File: src/hdl/ip_rewrite_tx_defs.svh
`ifndef IP_REWRITE_TX_DEFS_SVH
`define IP_REWRITE_TX_DEFS_SVH

// ####################
// flow table sizing
// ####################
`define FLOW_ID_W       4
`define RW_TABLE_DEPTH  16

// ####################
// tx buffer sizing
// ####################
`define TX_BUF_DEPTH    16
`define TX_BUF_ADDR_W   4

`endif
File: src/hdl/ip_rewrite_tx_pkg.sv
`default_nettype none

`include "ip_rewrite_tx_defs.svh"

package ip_rewrite_tx_pkg;

    // ####################
    // header and request
    // ####################
    typedef struct packed {
        logic [31:0] src_ip;
        logic [31:0] dst_ip;
        logic [15:0] checksum;
        logic [15:0] length;
    } ip_hdr_t;

    typedef struct packed {
        logic [`FLOW_ID_W-1:0] flow_id;
        ip_hdr_t               hdr;
    } tx_req_t;

    // ####################
    // noc messages
    // ####################
    typedef enum logic {
        TX_REQ     = 1'b0,
        PTR_UPDATE = 1'b1
    } noc_msg_type_e;

    typedef struct packed {
        noc_msg_type_e         msg_type;
        logic [`FLOW_ID_W-1:0] flow_id;
        logic [15:0]           value;    // length or new tail pointer.
    } noc_msg_t;

    typedef enum logic {
        SEL_TX_REQ     = 1'b0,
        SEL_PTR_UPDATE = 1'b1
    } tx_noc_sel_e;

    typedef struct packed {
        logic [`FLOW_ID_W-1:0] flow_id;
        ip_hdr_t               hdr;      // header after rewrite.
    } tx_buf_entry_t;

endpackage

`default_nettype wire

File: src/hdl/tx_buf_wr_if.sv
`timescale 1ns/10ps
`default_nettype none

`include "ip_rewrite_tx_defs.svh"

interface tx_buf_wr_if;
    import ip_rewrite_tx_pkg::*;

    logic                      req_val;
    logic                      req_rdy;
    logic [`TX_BUF_ADDR_W-1:0] req_addr;

    logic                      data_val;
    tx_buf_entry_t             data;
    logic                      data_last;
    logic                      data_rdy;

    logic                      done;
    logic                      done_rdy;

    modport writer (
        output req_val, data_val, data_last, done_rdy,
        input  req_rdy, data_rdy, done
    );

    modport datap (
        output req_addr, data
    );

    modport buffer (
        input  req_val, req_addr, data_val, data, data_last, done_rdy,
        output req_rdy, data_rdy, done
    );

endinterface

`default_nettype wire

File: src/hdl/ip_rewrite_tx_top.sv
`timescale 1ns/10ps
`default_nettype none

`include "ip_rewrite_tx_defs.svh"

module ip_rewrite_tx_top (
    input  wire logic                        clk,
    input  wire logic                        rst,
    input  wire logic                        cfg_val,
    input  wire logic [`FLOW_ID_W-1:0]       cfg_flow_id,
    input  wire logic [31:0]                 cfg_src_ip,
    input  wire logic                        req_val,
    input  ip_rewrite_tx_pkg::tx_req_t       req,
    output logic                             req_rdy,
    output logic                             noc_out_val,
    output ip_rewrite_tx_pkg::noc_msg_t      noc_out_msg,
    input  wire logic                        noc_out_rdy,
    input  wire logic                        noc_in_val,
    input  wire logic [`TX_BUF_ADDR_W-1:0]   noc_in_addr,
    output logic                             noc_in_rdy,
    input  wire logic [`TX_BUF_ADDR_W-1:0]   rd_addr,
    output ip_rewrite_tx_pkg::tx_buf_entry_t rd_entry
);
    import ip_rewrite_tx_pkg::*;

    logic        lk_val;
    logic        lk_rdy;
    tx_req_t     lk_req;
    logic        store_inputs;
    logic        store_notif;
    tx_noc_sel_e noc_sel;

    tx_buf_wr_if u_buf_wr_if ();

    ip_rewrite_tx_lookup u_lookup (
        .clk(clk), .rst(rst),
        .cfg_val(cfg_val), .cfg_flow_id(cfg_flow_id), .cfg_src_ip(cfg_src_ip),
        .in_val(req_val), .in_req(req), .in_rdy(req_rdy),
        .out_val(lk_val), .out_req(lk_req), .out_rdy(lk_rdy)
    );

    ip_rewrite_tx_ctrl u_ctrl (
        .clk(clk), .rst(rst),
        .in_val(lk_val), .in_rdy(lk_rdy),
        .noc_out_val(noc_out_val), .noc_out_rdy(noc_out_rdy),
        .noc_in_val(noc_in_val), .noc_in_rdy(noc_in_rdy),
        .store_inputs(store_inputs), .store_notif(store_notif), .noc_sel(noc_sel),
        .buf_wr(u_buf_wr_if.writer)
    );

    ip_rewrite_tx_datap u_datap (
        .clk(clk), .rst(rst),
        .in_req(lk_req), .store_inputs(store_inputs),
        .noc_in_addr(noc_in_addr), .store_notif(store_notif),
        .noc_sel(noc_sel), .noc_out_msg(noc_out_msg),
        .buf_wr(u_buf_wr_if.datap)
    );

    ip_rewrite_tx_buf u_buf (
        .clk(clk), .rst(rst),
        .buf_wr(u_buf_wr_if.buffer),
        .rd_addr(rd_addr), .rd_entry(rd_entry)
    );

endmodule

`default_nettype wire

File: src/hdl/ip_rewrite_tx_buf.sv
`timescale 1ns/10ps
`default_nettype none

`include "ip_rewrite_tx_defs.svh"

module ip_rewrite_tx_buf (
    input  wire logic                       clk,
    input  wire logic                       rst,
    tx_buf_wr_if.buffer                     buf_wr,
    input  wire logic [`TX_BUF_ADDR_W-1:0]  rd_addr,
    output ip_rewrite_tx_pkg::tx_buf_entry_t rd_entry
);
    import ip_rewrite_tx_pkg::*;

    tx_buf_entry_t             mem [`TX_BUF_DEPTH];
    logic [`TX_BUF_ADDR_W-1:0] wr_addr_r;
    logic                      wr_pend;    // address taken, beat not yet.
    logic                      done_r;

    assign buf_wr.req_rdy  = ~wr_pend & ~done_r;
    assign buf_wr.data_rdy = wr_pend;
    assign buf_wr.done     = done_r;

    always_ff @(posedge clk) begin
        if (rst) begin
            wr_pend <= 1'b0;
            done_r  <= 1'b0;
        end
        else begin
            if (buf_wr.req_val && buf_wr.req_rdy) begin
                wr_pend <= 1'b1;
            end
            else if (buf_wr.data_val && buf_wr.data_rdy) begin
                wr_pend <= 1'b0;
                done_r  <= 1'b1;
            end
            else if (done_r && buf_wr.done_rdy) begin
                done_r <= 1'b0;
            end
        end
    end

    always_ff @(posedge clk) begin
        if (buf_wr.req_val && buf_wr.req_rdy) begin
            wr_addr_r <= buf_wr.req_addr;
        end
        if (buf_wr.data_val && buf_wr.data_rdy) begin
            mem[wr_addr_r] <= buf_wr.data;
        end
    end

    assign rd_entry = mem[rd_addr];

    a_single_beat: assert property (@(posedge clk) disable iff (rst)
        buf_wr.data_val && buf_wr.data_rdy |-> buf_wr.data_last);

endmodule

`default_nettype wire

File: src/hdl/ip_rewrite_tx_datap.sv
`timescale 1ns/10ps
`default_nettype none

`include "ip_rewrite_tx_defs.svh"

module ip_rewrite_tx_datap (
    input  wire logic                       clk,
    input  wire logic                       rst,
    input  ip_rewrite_tx_pkg::tx_req_t      in_req,
    input  wire logic                       store_inputs,
    input  wire logic [`TX_BUF_ADDR_W-1:0]  noc_in_addr,
    input  wire logic                       store_notif,
    input  ip_rewrite_tx_pkg::tx_noc_sel_e  noc_sel,
    output ip_rewrite_tx_pkg::noc_msg_t     noc_out_msg,
    tx_buf_wr_if.datap                      buf_wr
);
    import ip_rewrite_tx_pkg::*;

    tx_req_t                   req_r;
    logic [`TX_BUF_ADDR_W-1:0] notif_addr_r;
    logic [`TX_BUF_ADDR_W-1:0] next_tail;

    // ####################
    // stored state
    // ####################
    always_ff @(posedge clk) begin
        if (store_inputs) begin
            req_r <= in_req;
        end
    end

    always_ff @(posedge clk) begin
        if (rst) begin
            notif_addr_r <= '0;
        end
        else if (store_notif) begin
            notif_addr_r <= noc_in_addr;
        end
    end

    // depth is a power of two, so the add wraps at the buffer end.
    assign next_tail = notif_addr_r + 1'b1;

    // ####################
    // outgoing message
    // ####################
    always_comb begin
        noc_out_msg.flow_id = req_r.flow_id;
        if (noc_sel == SEL_PTR_UPDATE) begin
            noc_out_msg.msg_type = PTR_UPDATE;
            noc_out_msg.value    = {{(16-`TX_BUF_ADDR_W){1'b0}}, next_tail};
        end
        else begin
            noc_out_msg.msg_type = TX_REQ;
            noc_out_msg.value    = req_r.hdr.length;
        end
    end

    assign buf_wr.req_addr     = notif_addr_r;
    assign buf_wr.data.flow_id = req_r.flow_id;
    assign buf_wr.data.hdr     = req_r.hdr;

endmodule

`default_nettype wire

File: src/hdl/ip_rewrite_tx_ctrl.sv
`timescale 1ns/10ps
`default_nettype none

module ip_rewrite_tx_ctrl (
    input  wire logic                       clk,
    input  wire logic                       rst,
    input  wire logic                       in_val,
    output logic                            in_rdy,
    output logic                            noc_out_val,
    input  wire logic                       noc_out_rdy,
    input  wire logic                       noc_in_val,
    output logic                            noc_in_rdy,
    output logic                            store_inputs,
    output logic                            store_notif,
    output ip_rewrite_tx_pkg::tx_noc_sel_e  noc_sel,
    tx_buf_wr_if.writer                     buf_wr
);
    import ip_rewrite_tx_pkg::*;

    typedef enum logic [2:0] {
        WAITING_INPUT  = 3'd0,
        TX_SEND_REQ    = 3'd1,
        TX_WAIT_NOTIF  = 3'd2,
        SEND_WR_REQ    = 3'd3,
        SEND_WR_DATA   = 3'd4,
        WAIT_DONE      = 3'd5,
        ADJUST_TX_TAIL = 3'd6
    } state_e;

    state_e state_reg;
    state_e state_next;

    always_ff @(posedge clk) begin
        if (rst) begin
            state_reg <= WAITING_INPUT;
        end
        else begin
            state_reg <= state_next;
        end
    end

    always_comb begin
        in_rdy           = 1'b0;
        noc_out_val      = 1'b0;
        noc_in_rdy       = 1'b0;
        store_inputs     = 1'b0;
        store_notif      = 1'b0;
        noc_sel          = SEL_TX_REQ;
        buf_wr.req_val   = 1'b0;
        buf_wr.data_val  = 1'b0;
        buf_wr.data_last = 1'b0;
        buf_wr.done_rdy  = 1'b0;
        state_next       = state_reg;

        case (state_reg)
            WAITING_INPUT: begin
                in_rdy = 1'b1;
                if (in_val) begin
                    store_inputs = 1'b1;
                    state_next   = TX_SEND_REQ;
                end
            end
            TX_SEND_REQ: begin
                noc_out_val = 1'b1;
                if (noc_out_rdy) begin
                    state_next = TX_WAIT_NOTIF;
                end
            end
            TX_WAIT_NOTIF: begin
                noc_in_rdy = 1'b1;
                if (noc_in_val) begin
                    store_notif = 1'b1;    // buffer address from the notification.
                    state_next  = SEND_WR_REQ;
                end
            end
            SEND_WR_REQ: begin
                buf_wr.req_val = 1'b1;
                if (buf_wr.req_rdy) begin
                    state_next = SEND_WR_DATA;
                end
            end
            SEND_WR_DATA: begin
                buf_wr.data_val  = 1'b1;
                buf_wr.data_last = 1'b1;   // single beat per header.
                if (buf_wr.data_rdy) begin
                    state_next = WAIT_DONE;
                end
            end
            WAIT_DONE: begin
                buf_wr.done_rdy = 1'b1;
                if (buf_wr.done) begin
                    state_next = ADJUST_TX_TAIL;
                end
            end
            ADJUST_TX_TAIL: begin
                noc_out_val = 1'b1;
                noc_sel     = SEL_PTR_UPDATE;
                if (noc_out_rdy) begin
                    state_next = WAITING_INPUT;
                end
            end
            default: begin
                state_next = WAITING_INPUT;
            end
        endcase
    end

    a_state_legal: assert property (@(posedge clk) disable iff (rst)
        state_reg inside {WAITING_INPUT, TX_SEND_REQ, TX_WAIT_NOTIF, SEND_WR_REQ,
                          SEND_WR_DATA, WAIT_DONE, ADJUST_TX_TAIL});

endmodule

`default_nettype wire

File: src/hdl/ip_rewrite_tx_lookup.sv
`timescale 1ns/10ps
`default_nettype none

`include "ip_rewrite_tx_defs.svh"

module ip_rewrite_tx_lookup (
    input  wire logic                      clk,
    input  wire logic                      rst,
    input  wire logic                      cfg_val,
    input  wire logic [`FLOW_ID_W-1:0]     cfg_flow_id,
    input  wire logic [31:0]               cfg_src_ip,
    input  wire logic                      in_val,
    input  ip_rewrite_tx_pkg::tx_req_t     in_req,
    output logic                           in_rdy,
    output logic                           out_val,
    output ip_rewrite_tx_pkg::tx_req_t     out_req,
    input  wire logic                      out_rdy
);
    import ip_rewrite_tx_pkg::*;

    logic [`RW_TABLE_DEPTH-1:0] tbl_vld;
    logic [31:0]                tbl_src [`RW_TABLE_DEPTH];
    logic                       hit;
    tx_req_t                    rw_req;

    // RFC 1624 form: ~(~hc + ~m + m'), m taken as two 16-bit halves.
    function automatic logic [15:0] csum_update(
        input logic [15:0] old_csum,
        input logic [31:0] old_ip,
        input logic [31:0] new_ip
    );
        logic [15:0] nc;
        logic [15:0] nh;
        logic [15:0] nl;
        logic [18:0] sum;
        logic [16:0] fold;
        logic [15:0] res;
        nc   = ~old_csum;
        nh   = ~old_ip[31:16];
        nl   = ~old_ip[15:0];
        sum  = {3'b0, nc} + {3'b0, nh} + {3'b0, nl}
             + {3'b0, new_ip[31:16]} + {3'b0, new_ip[15:0]};
        fold = {1'b0, sum[15:0]} + {14'b0, sum[18:16]};   // end-around carries.
        res  = fold[15:0] + {15'b0, fold[16]};
        return ~res;
    endfunction

    // ####################
    // rewrite table
    // ####################
    always_ff @(posedge clk) begin
        if (rst) begin
            tbl_vld <= '0;
        end
        else if (cfg_val) begin
            tbl_vld[cfg_flow_id] <= 1'b1;
        end
    end

    always_ff @(posedge clk) begin
        if (cfg_val) begin
            tbl_src[cfg_flow_id] <= cfg_src_ip;
        end
    end

    assign hit = tbl_vld[in_req.flow_id];

    always_comb begin
        rw_req = in_req;
        if (hit) begin
            rw_req.hdr.src_ip   = tbl_src[in_req.flow_id];
            rw_req.hdr.checksum = csum_update(in_req.hdr.checksum, in_req.hdr.src_ip,
                                              tbl_src[in_req.flow_id]);
        end
    end

    // ####################
    // output register
    // ####################
    assign in_rdy = ~out_val | out_rdy;

    always_ff @(posedge clk) begin
        if (rst) begin
            out_val <= 1'b0;
        end
        else if (in_rdy) begin
            out_val <= in_val;
        end
    end

    always_ff @(posedge clk) begin
        if (in_val && in_rdy) begin
            out_req <= rw_req;
        end
    end

    a_out_hold: assert property (@(posedge clk) disable iff (rst)
        out_val && !out_rdy |=> out_val && $stable(out_req));

endmodule

`default_nettype wire

File: config.mk
export PLATFORM = sky130hd
export DESIGN_NAME = ip_rewrite_tx_top
export DESIGN_NICKNAME = d
export VERILOG_FILES = /design/src/hdl/ip_rewrite_tx_pkg.sv /design/src/hdl/tx_buf_wr_if.sv /design/src/hdl/ip_rewrite_tx_top.sv /design/src/hdl/ip_rewrite_tx_buf.sv /design/src/hdl/ip_rewrite_tx_datap.sv /design/src/hdl/ip_rewrite_tx_ctrl.sv /design/src/hdl/ip_rewrite_tx_lookup.sv
export VERILOG_INCLUDE_DIRS = /design/src /design/src/hdl
export SDC_FILE = /design/constraint.sdc
export NUM_CORES = 2
export LEC_CHECK = 0
export ABC_CLOCK_PERIOD_IN_PS = 12730
export BUFFER_PORTS_ARGS = -buffer_cell sky130_fd_sc_hd__buf_2
export CAP_MARGIN = 0
export CORE_AREA = 2 2 552 554
export CTS_CLUSTER_DIAMETER = 120
export CTS_CLUSTER_SIZE = 24
export DETAILED_ROUTE_END_ITERATION = 8
export DIE_AREA = 0 0 554 556
export GPL_TIMING_DRIVEN = 0
export PLACE_DENSITY = 0.54
export SLEW_MARGIN = 30
export SYNTH_ARGS = -nofsm -noshare
export SYNTH_HDL_FRONTEND = slang
export SYNTH_SLANG_ARGS = --single-unit
File: constraint.sdc
create_clock -name clk -period 12.73 [get_ports clk]
set_input_delay 1.9095 -clock clk [delete_from_list [all_inputs] [get_ports clk]]
set_output_delay 1.9095 -clock clk [all_outputs]
set_load 0.005 [all_outputs]
* After elaboration in Yosys (flattened, before gate mapping)
Memories as Yosys holds them, arrays and structs flattened. Cells that the tools add are included.
Word-level totals: bits in registers 230, bits in writable memories 2112, input port bits 150, output and inout bits 124, logic and storage cells 99, memories 2
Memories:
- u_buf.mem | depth 16, bits a word 100, read ports 1, clocked after memory_dff 0, wr ports 1, RTL line ip_rewrite_tx_buf.sv:15 | tx_buf_entry_t mem [`TX_BUF_DEPTH];
- u_lookup.tbl_src | depth 16, bits a word 32, read ports 1, clocked after memory_dff 0, wr ports 1, RTL line ip_rewrite_tx_lookup.sv:22 | logic [31:0] tbl_src [`RW_TABLE_DEPTH];
Operators by class: add/sub/neg operators 7, magnitude comparators 3, eq/ne operators 13, mux-type cells 35, bitwise operators 11, reductions and logical operators 11
Operators with widths (count):
- 16-bit NOT | 4
- 19-bit by 16-bit adder with 19-bit output | 3
- 16-bit 2-to-1 mux | 2
- 32-bit 2-to-1 mux | 1
- 1-bit 2-to-1 mux | 22
- 3-bit 2-to-1 mux | 7
- 3-bit one-hot mux with 7 select lines | 1
- 16-bit by 16-bit adder with 17-bit output | 1
- 16-bit by 3-bit adder with 17-bit output | 1
- 16-bit by 1-bit adder with 16-bit output | 1
- 16-bit bitwise OR | 1
- 4-bit by 5-bit less-than comparator with 1-bit output, second input constant | 2
- 3-bit equality test, second input constant | 3
- 2-bit inequality test, second input constant | 4
- 7-bit AND reduction | 1
- 3-bit by 2-bit equality test with 1-bit output, second input constant | 2
- 2-bit by 1-bit inequality test with 1-bit output, second input constant | 3
- 1-bit logical AND | 5
- 4-bit by 1-bit adder with 4-bit output, second input constant | 1
- 1-bit binary-select mux with 4-bit select | 1
- 1-bit demux with 4-bit select | 1
- 4-bit by 1-bit >= comparator with 1-bit output, second input constant | 1
- 1-bit NOT | 4
- 2-bit nonzero test | 2
- 6 further kinds | 6

* Depth between registers and ports, before layout
word-level depth 9, gate-level depth with buffers 43, gate-level depth less buffers 42

* Modules after synthesis
From an unflattened synthesis, not the netlist that was laid out.
Unflattened totals: cell total of the unflattened synthesis 3974, area, all modules 89893.7 sq um
By module, submodules not included:
- ip_rewrite_tx_buf | instances 1, cells each 2474, area each 59981.3 sq um, seq. area each 48206.2 sq um
- ip_rewrite_tx_lookup | instances 1, cells each 1322, area each 26241.4 sq um, seq. area each 18718.0 sq um
- ip_rewrite_tx_datap | instances 1, cells each 143, area each 3367.0 sq um, seq. area each 3083.0 sq um
- ip_rewrite_tx_ctrl | instances 1, cells each 35, area each 304.0 sq um, seq. area each 60.1 sq um

* Least setup slack after synthesis
No wires, ideal clock.
path kind register to register, start register u_ctrl.state_reg[2], end register u_datap.req_r, in the netlist u_datap.buf_wr.data[0], enable pin, setup time 839 ps, arrival 10870 ps, required time 11891 ps, setup slack 1021 ps, cell stages (with the launch flop) 3, buffers on the path 1, clock period less this slack 11709 ps, cells stage by stage dfxtp_1 > buf_1 > nor4b_1
Between the ends: cells in the longest elaborated chain, start to end 2
Ends and longest elaborated chain:
- start: declaration | RTL line ip_rewrite_tx_ctrl.sv:30 | state_e state_reg;
- start signal: assignment | RTL line ip_rewrite_tx_ctrl.sv:38 | state_reg <= state_next;
- 3-bit logical NOT | RTL line ip_rewrite_tx_ctrl.sv:55 | case (state_reg)
- 1-bit 2-to-1 mux | RTL line ip_rewrite_tx_ctrl.sv:55
- via store_inputs | RTL line ip_rewrite_tx_top.sv:29 | logic store_inputs;
- end signal: assignment | RTL line ip_rewrite_tx_datap.sv:28 | req_r <= in_req;
- end: declaration | RTL line ip_rewrite_tx_datap.sv:19 | tx_req_t req_r;
The timed path passes the listed nets, and every way through them passes these cells. A chain may end at the register's enable or synchronous reset.

==> summary.txt <==
Run status
  • Status: finished clean

Yosys
  • Syn Inst Count: 3,823
  • Cell variety after synth: 75
  • Synth warnings: 0
  • Sequential element share of the synthesized area: 0.777
  • Synth top area share: 0.771
  • Post-synth EDFFs: 2,316
  • Top cell type by total area after synthesis: edfxtp_1
  • Top cells by area, synth: edfxtp_1, mux4_2, fa_1
  • Synth Cell Area: 90,200 um^2
  • Syn avg cell area: 23.6 um^2
  • Synth Register Bits: 2,342
  • Ys async rst share: 0
  • Synth Flop Type: edfxtp_1
  • Post-Syn Nets: 4,047

GRT
  • Vias in the first global route: 43,100
  • Global-route wire length before repair: 340,000 um
  • Largest net degree at the start of global routing: 34
  • Total grt overflow: 0
  • Initial antenna violation count: 49
  • Tot GR Track Use: 0.156

Floorplanning
  • Die Y-Extent: 556 um
  • I/O pin cnt: 274
  • Die width: 554 um
  • Core area: 302,000 um^2
  • Std-Cell Rows: 202
  • Area of the die: 308,000 um^2
  • Initial core utilization: 0.299

Cells and area
  • Nets@finish: 4,717
  • Fraction of layout cells with a size suffix above 1: 0.336
  • Biggest register: u_buf.mem
  • Area grow syn2layout: 16.1%
  • Layout Utilization: 0.347
  • Register Area: 70,100 um^2
  • Non-Filler Instances: 8,506
  • Number of flip-flops in the largest register: 1,600
  • Top flop regs: u_buf.mem x1600, u_lookup.tbl_src x512
  • Multi-input gate area: 19,300 um^2
  • Fill count: 27,800

Timing
  • TNS Setup: 0 ns
  • Rel. slew slack: 0.284
  • Fmax: 0.0834 GHz
  • Worst Tran Pin Value: 1.07 ns
  • Period utilization: 0.941
  • Final worst-path setup slack: 0.745 ns
  • RSZ-0062 raised after global routing: false
  • Slew Viols, Final: 0
  • Final Skew: 0.0802 ns
  • Minimum clock period: 11.99 ns
  • Setup Viol. Count Final: 0
  • Endpoints failing hold: 0

Power and ir drop
  • VDD IR-drop max: 0.120 mV
  • P_leak: 0.0328 uW
  • Power Dens Cells: 143 nW/um^2

Min path
  • Worst hold start: u_lookup.out_req[2]
  • Worst hold path type: flop to flop

Worst setup path
  • WP data arrival: 12.46 ns
  • CP startpoint: req[97]
  • Worst reg2reg startpoint: u_lookup.tbl_src[11][1]
  • CP delay by family, top: simple AND/OR/NAND/NOR gates
  • CP Class: input port to flop
  • Buf/Inv on CP: 7
  • R2r setup slk: 3.24 ns
  • Critical Path Max Stage Delay: 0.77 ns
  • Worst EP required: 13.21 ns
  • Critical-path top delay cell: clkbuf_1
  • Setup crit end kind: flop
  • Crit-path max FO: 10
  • Crit path launch type: input port

Drt
  • Routed vias/inst: 4.92
  • Antenna-violating nets left: 0
  • Initial DRC Count: 4,547
  • First-pass iteration count of the detailed router: 5
  • # DRC: 0
  • Routed wire per std cell: 28.7 um
  • Via count of the routed design: 41,800
  • Final wirelength: 244,000 um

Clock tree
  • Post-cts sizing count: 0
  • Worst-path clk slew: 0.10 ns
  • Hold_buf cts: 0
  • Latest clock arrival within the worst-skew pair: 0.80 ns
  • CTS H-tree depth: 3
  • Post CTS Setup Buffer Count: 0
  • Max clock buf depth: 3
  • TritonCTS clock tree: yes
  • # clock sinks: 2,342
  • TritonCTS buffer count: 109
  • Root buffer cell: clkbuf_16

Placed design
  • Cells after DPL: 8,360
  • Port Buffers: 268
  • Dpl ws: -0.318 ns
  • Gp weighted congestion: 0.807
  • Post-DP HPWL: 171,000 um

Job
  • Maximum capacitance violations: 0
cell usage in the layout (no fill, tap or decap), types with 52 or more instances in the layout:
| master | synthesis | routed |
|---|---|---|
| edfxtp_1 | 2316 | 2316 |
| mux4_2 | 666 | 666 |
| buf_2 | 7 | 340 |
| buf_16 | 0 | 125 |
| buf_4 | 5 | 120 |
| clkbuf_16 | 0 | 111 |
| inv_1 | 101 | 101 |
| clkbuf_1 | 119 | 94 |
| nor2_1 | 101 | 77 |
| nand2_1 | 52 | 52 |
layer usage:
metal  up-vias  share of wire  GRT usage
met2      1290           0.51      0.276
met3       309          0.062     0.0268
li1      17400              -          -
met1     22800           0.39      0.197
met5         -        0.00081          0
met4        34          0.029     0.0431
synth_stat cells (3+ instances only):
cell,n
mux2_2,12
nor4b_2,3
o211ai_1,4
o21ai_0,44
nor4_1,4
mux4_2,666
clkbuf_1,119
nor3_1,19
nand3_1,10
buf_4,5
o21ai_1,4
o21bai_1,4
buf_2,7
nand2_1,52
nand2b_1,7
xor2_1,22
edfxtp_1,2316
and3_1,4
and2_1,16
mux2i_1,7
ha_1,40
xnor2_1,20
nor2b_1,5
dfxtp_1,26
fa_1,34
o31ai_1,4
a211oi_1,3
a21o_1,9
o21a_1,3
nand4_1,5
nor2_1,101
buf_1,47
buf_6,4
a31oi_1,5
a21oi_1,34
inv_1,101
nand3b_1,7
worst reg2reg max path: cells and delay by family, from the launching register on:
family | cells | cell delay, ns
multiplexers | 2 | 1.11
flip-flops | 1 | 0.37
AO/OA/AOI/OAI | 8 | 1.62
XOR/XNOR | 2 | 0.38
AND/OR/NAND/NOR | 12 | 3.23
buffers and inverters | 1 | 0.10
adder cells (fa/ha/maj) | 6 | 2.40
worst paths after layout:
check / to / cells past startpoint
hold reg to reg: u_datap.buf_wr.data[2] / 0
setup / recovery: u_lookup.out_req[25] / 36
setup reg to reg: u_lookup.out_req[25] / 31
hold / removal: u_datap.buf_wr.data[2] / 0
per-stage QoR:
| step | cell area, um^2 | total power, uW | hold WS (ns) |
|---|---|---|---|
| CTS | 105000 | 15100 | 0.374 |
| floorplan | 90200 | 10500 | 0.400 |
| detailed placement | 102000 | 11200 | 0.405 |
| global route | 105000 | 15600 | 0.385 |
| global placement | 96500 | 11200 | 0.402 |
| finish | 105000 | 15000 | 0.399 |
where the power goes:
part / switching, uW / internal (uW) / leakage (uW)
registers: 223 / 8770 / 0.0212
logic: 1210 / 817 / 0.0102
clock network: 2370 / 1600 / 0.00146
cells by family after synthesis:
group | share of synthesized area
DFF | 0.777
AOI/OAI and AO/OA | 0.0103
muxes | 0.169
buffers and inverters | 0.0124
xor gates and xnor gates | 0.00462
and+or+nand+nor | 0.0144
adders and majority gates | 0.0131
layout make-up:
cell class              instances  share of cell area
diodes                         12            0.000287
flip-flops and latches       2342               0.669
well taps                    3978              0.0475
clock inverters                10             0.00177
multi-input cells            1198               0.184
plain buffers                 182             0.00805
inverters                     101             0.00362
repair buffers                559              0.0589
clock buffers                 124              0.0270
Power figures use the tool's default switching activity.
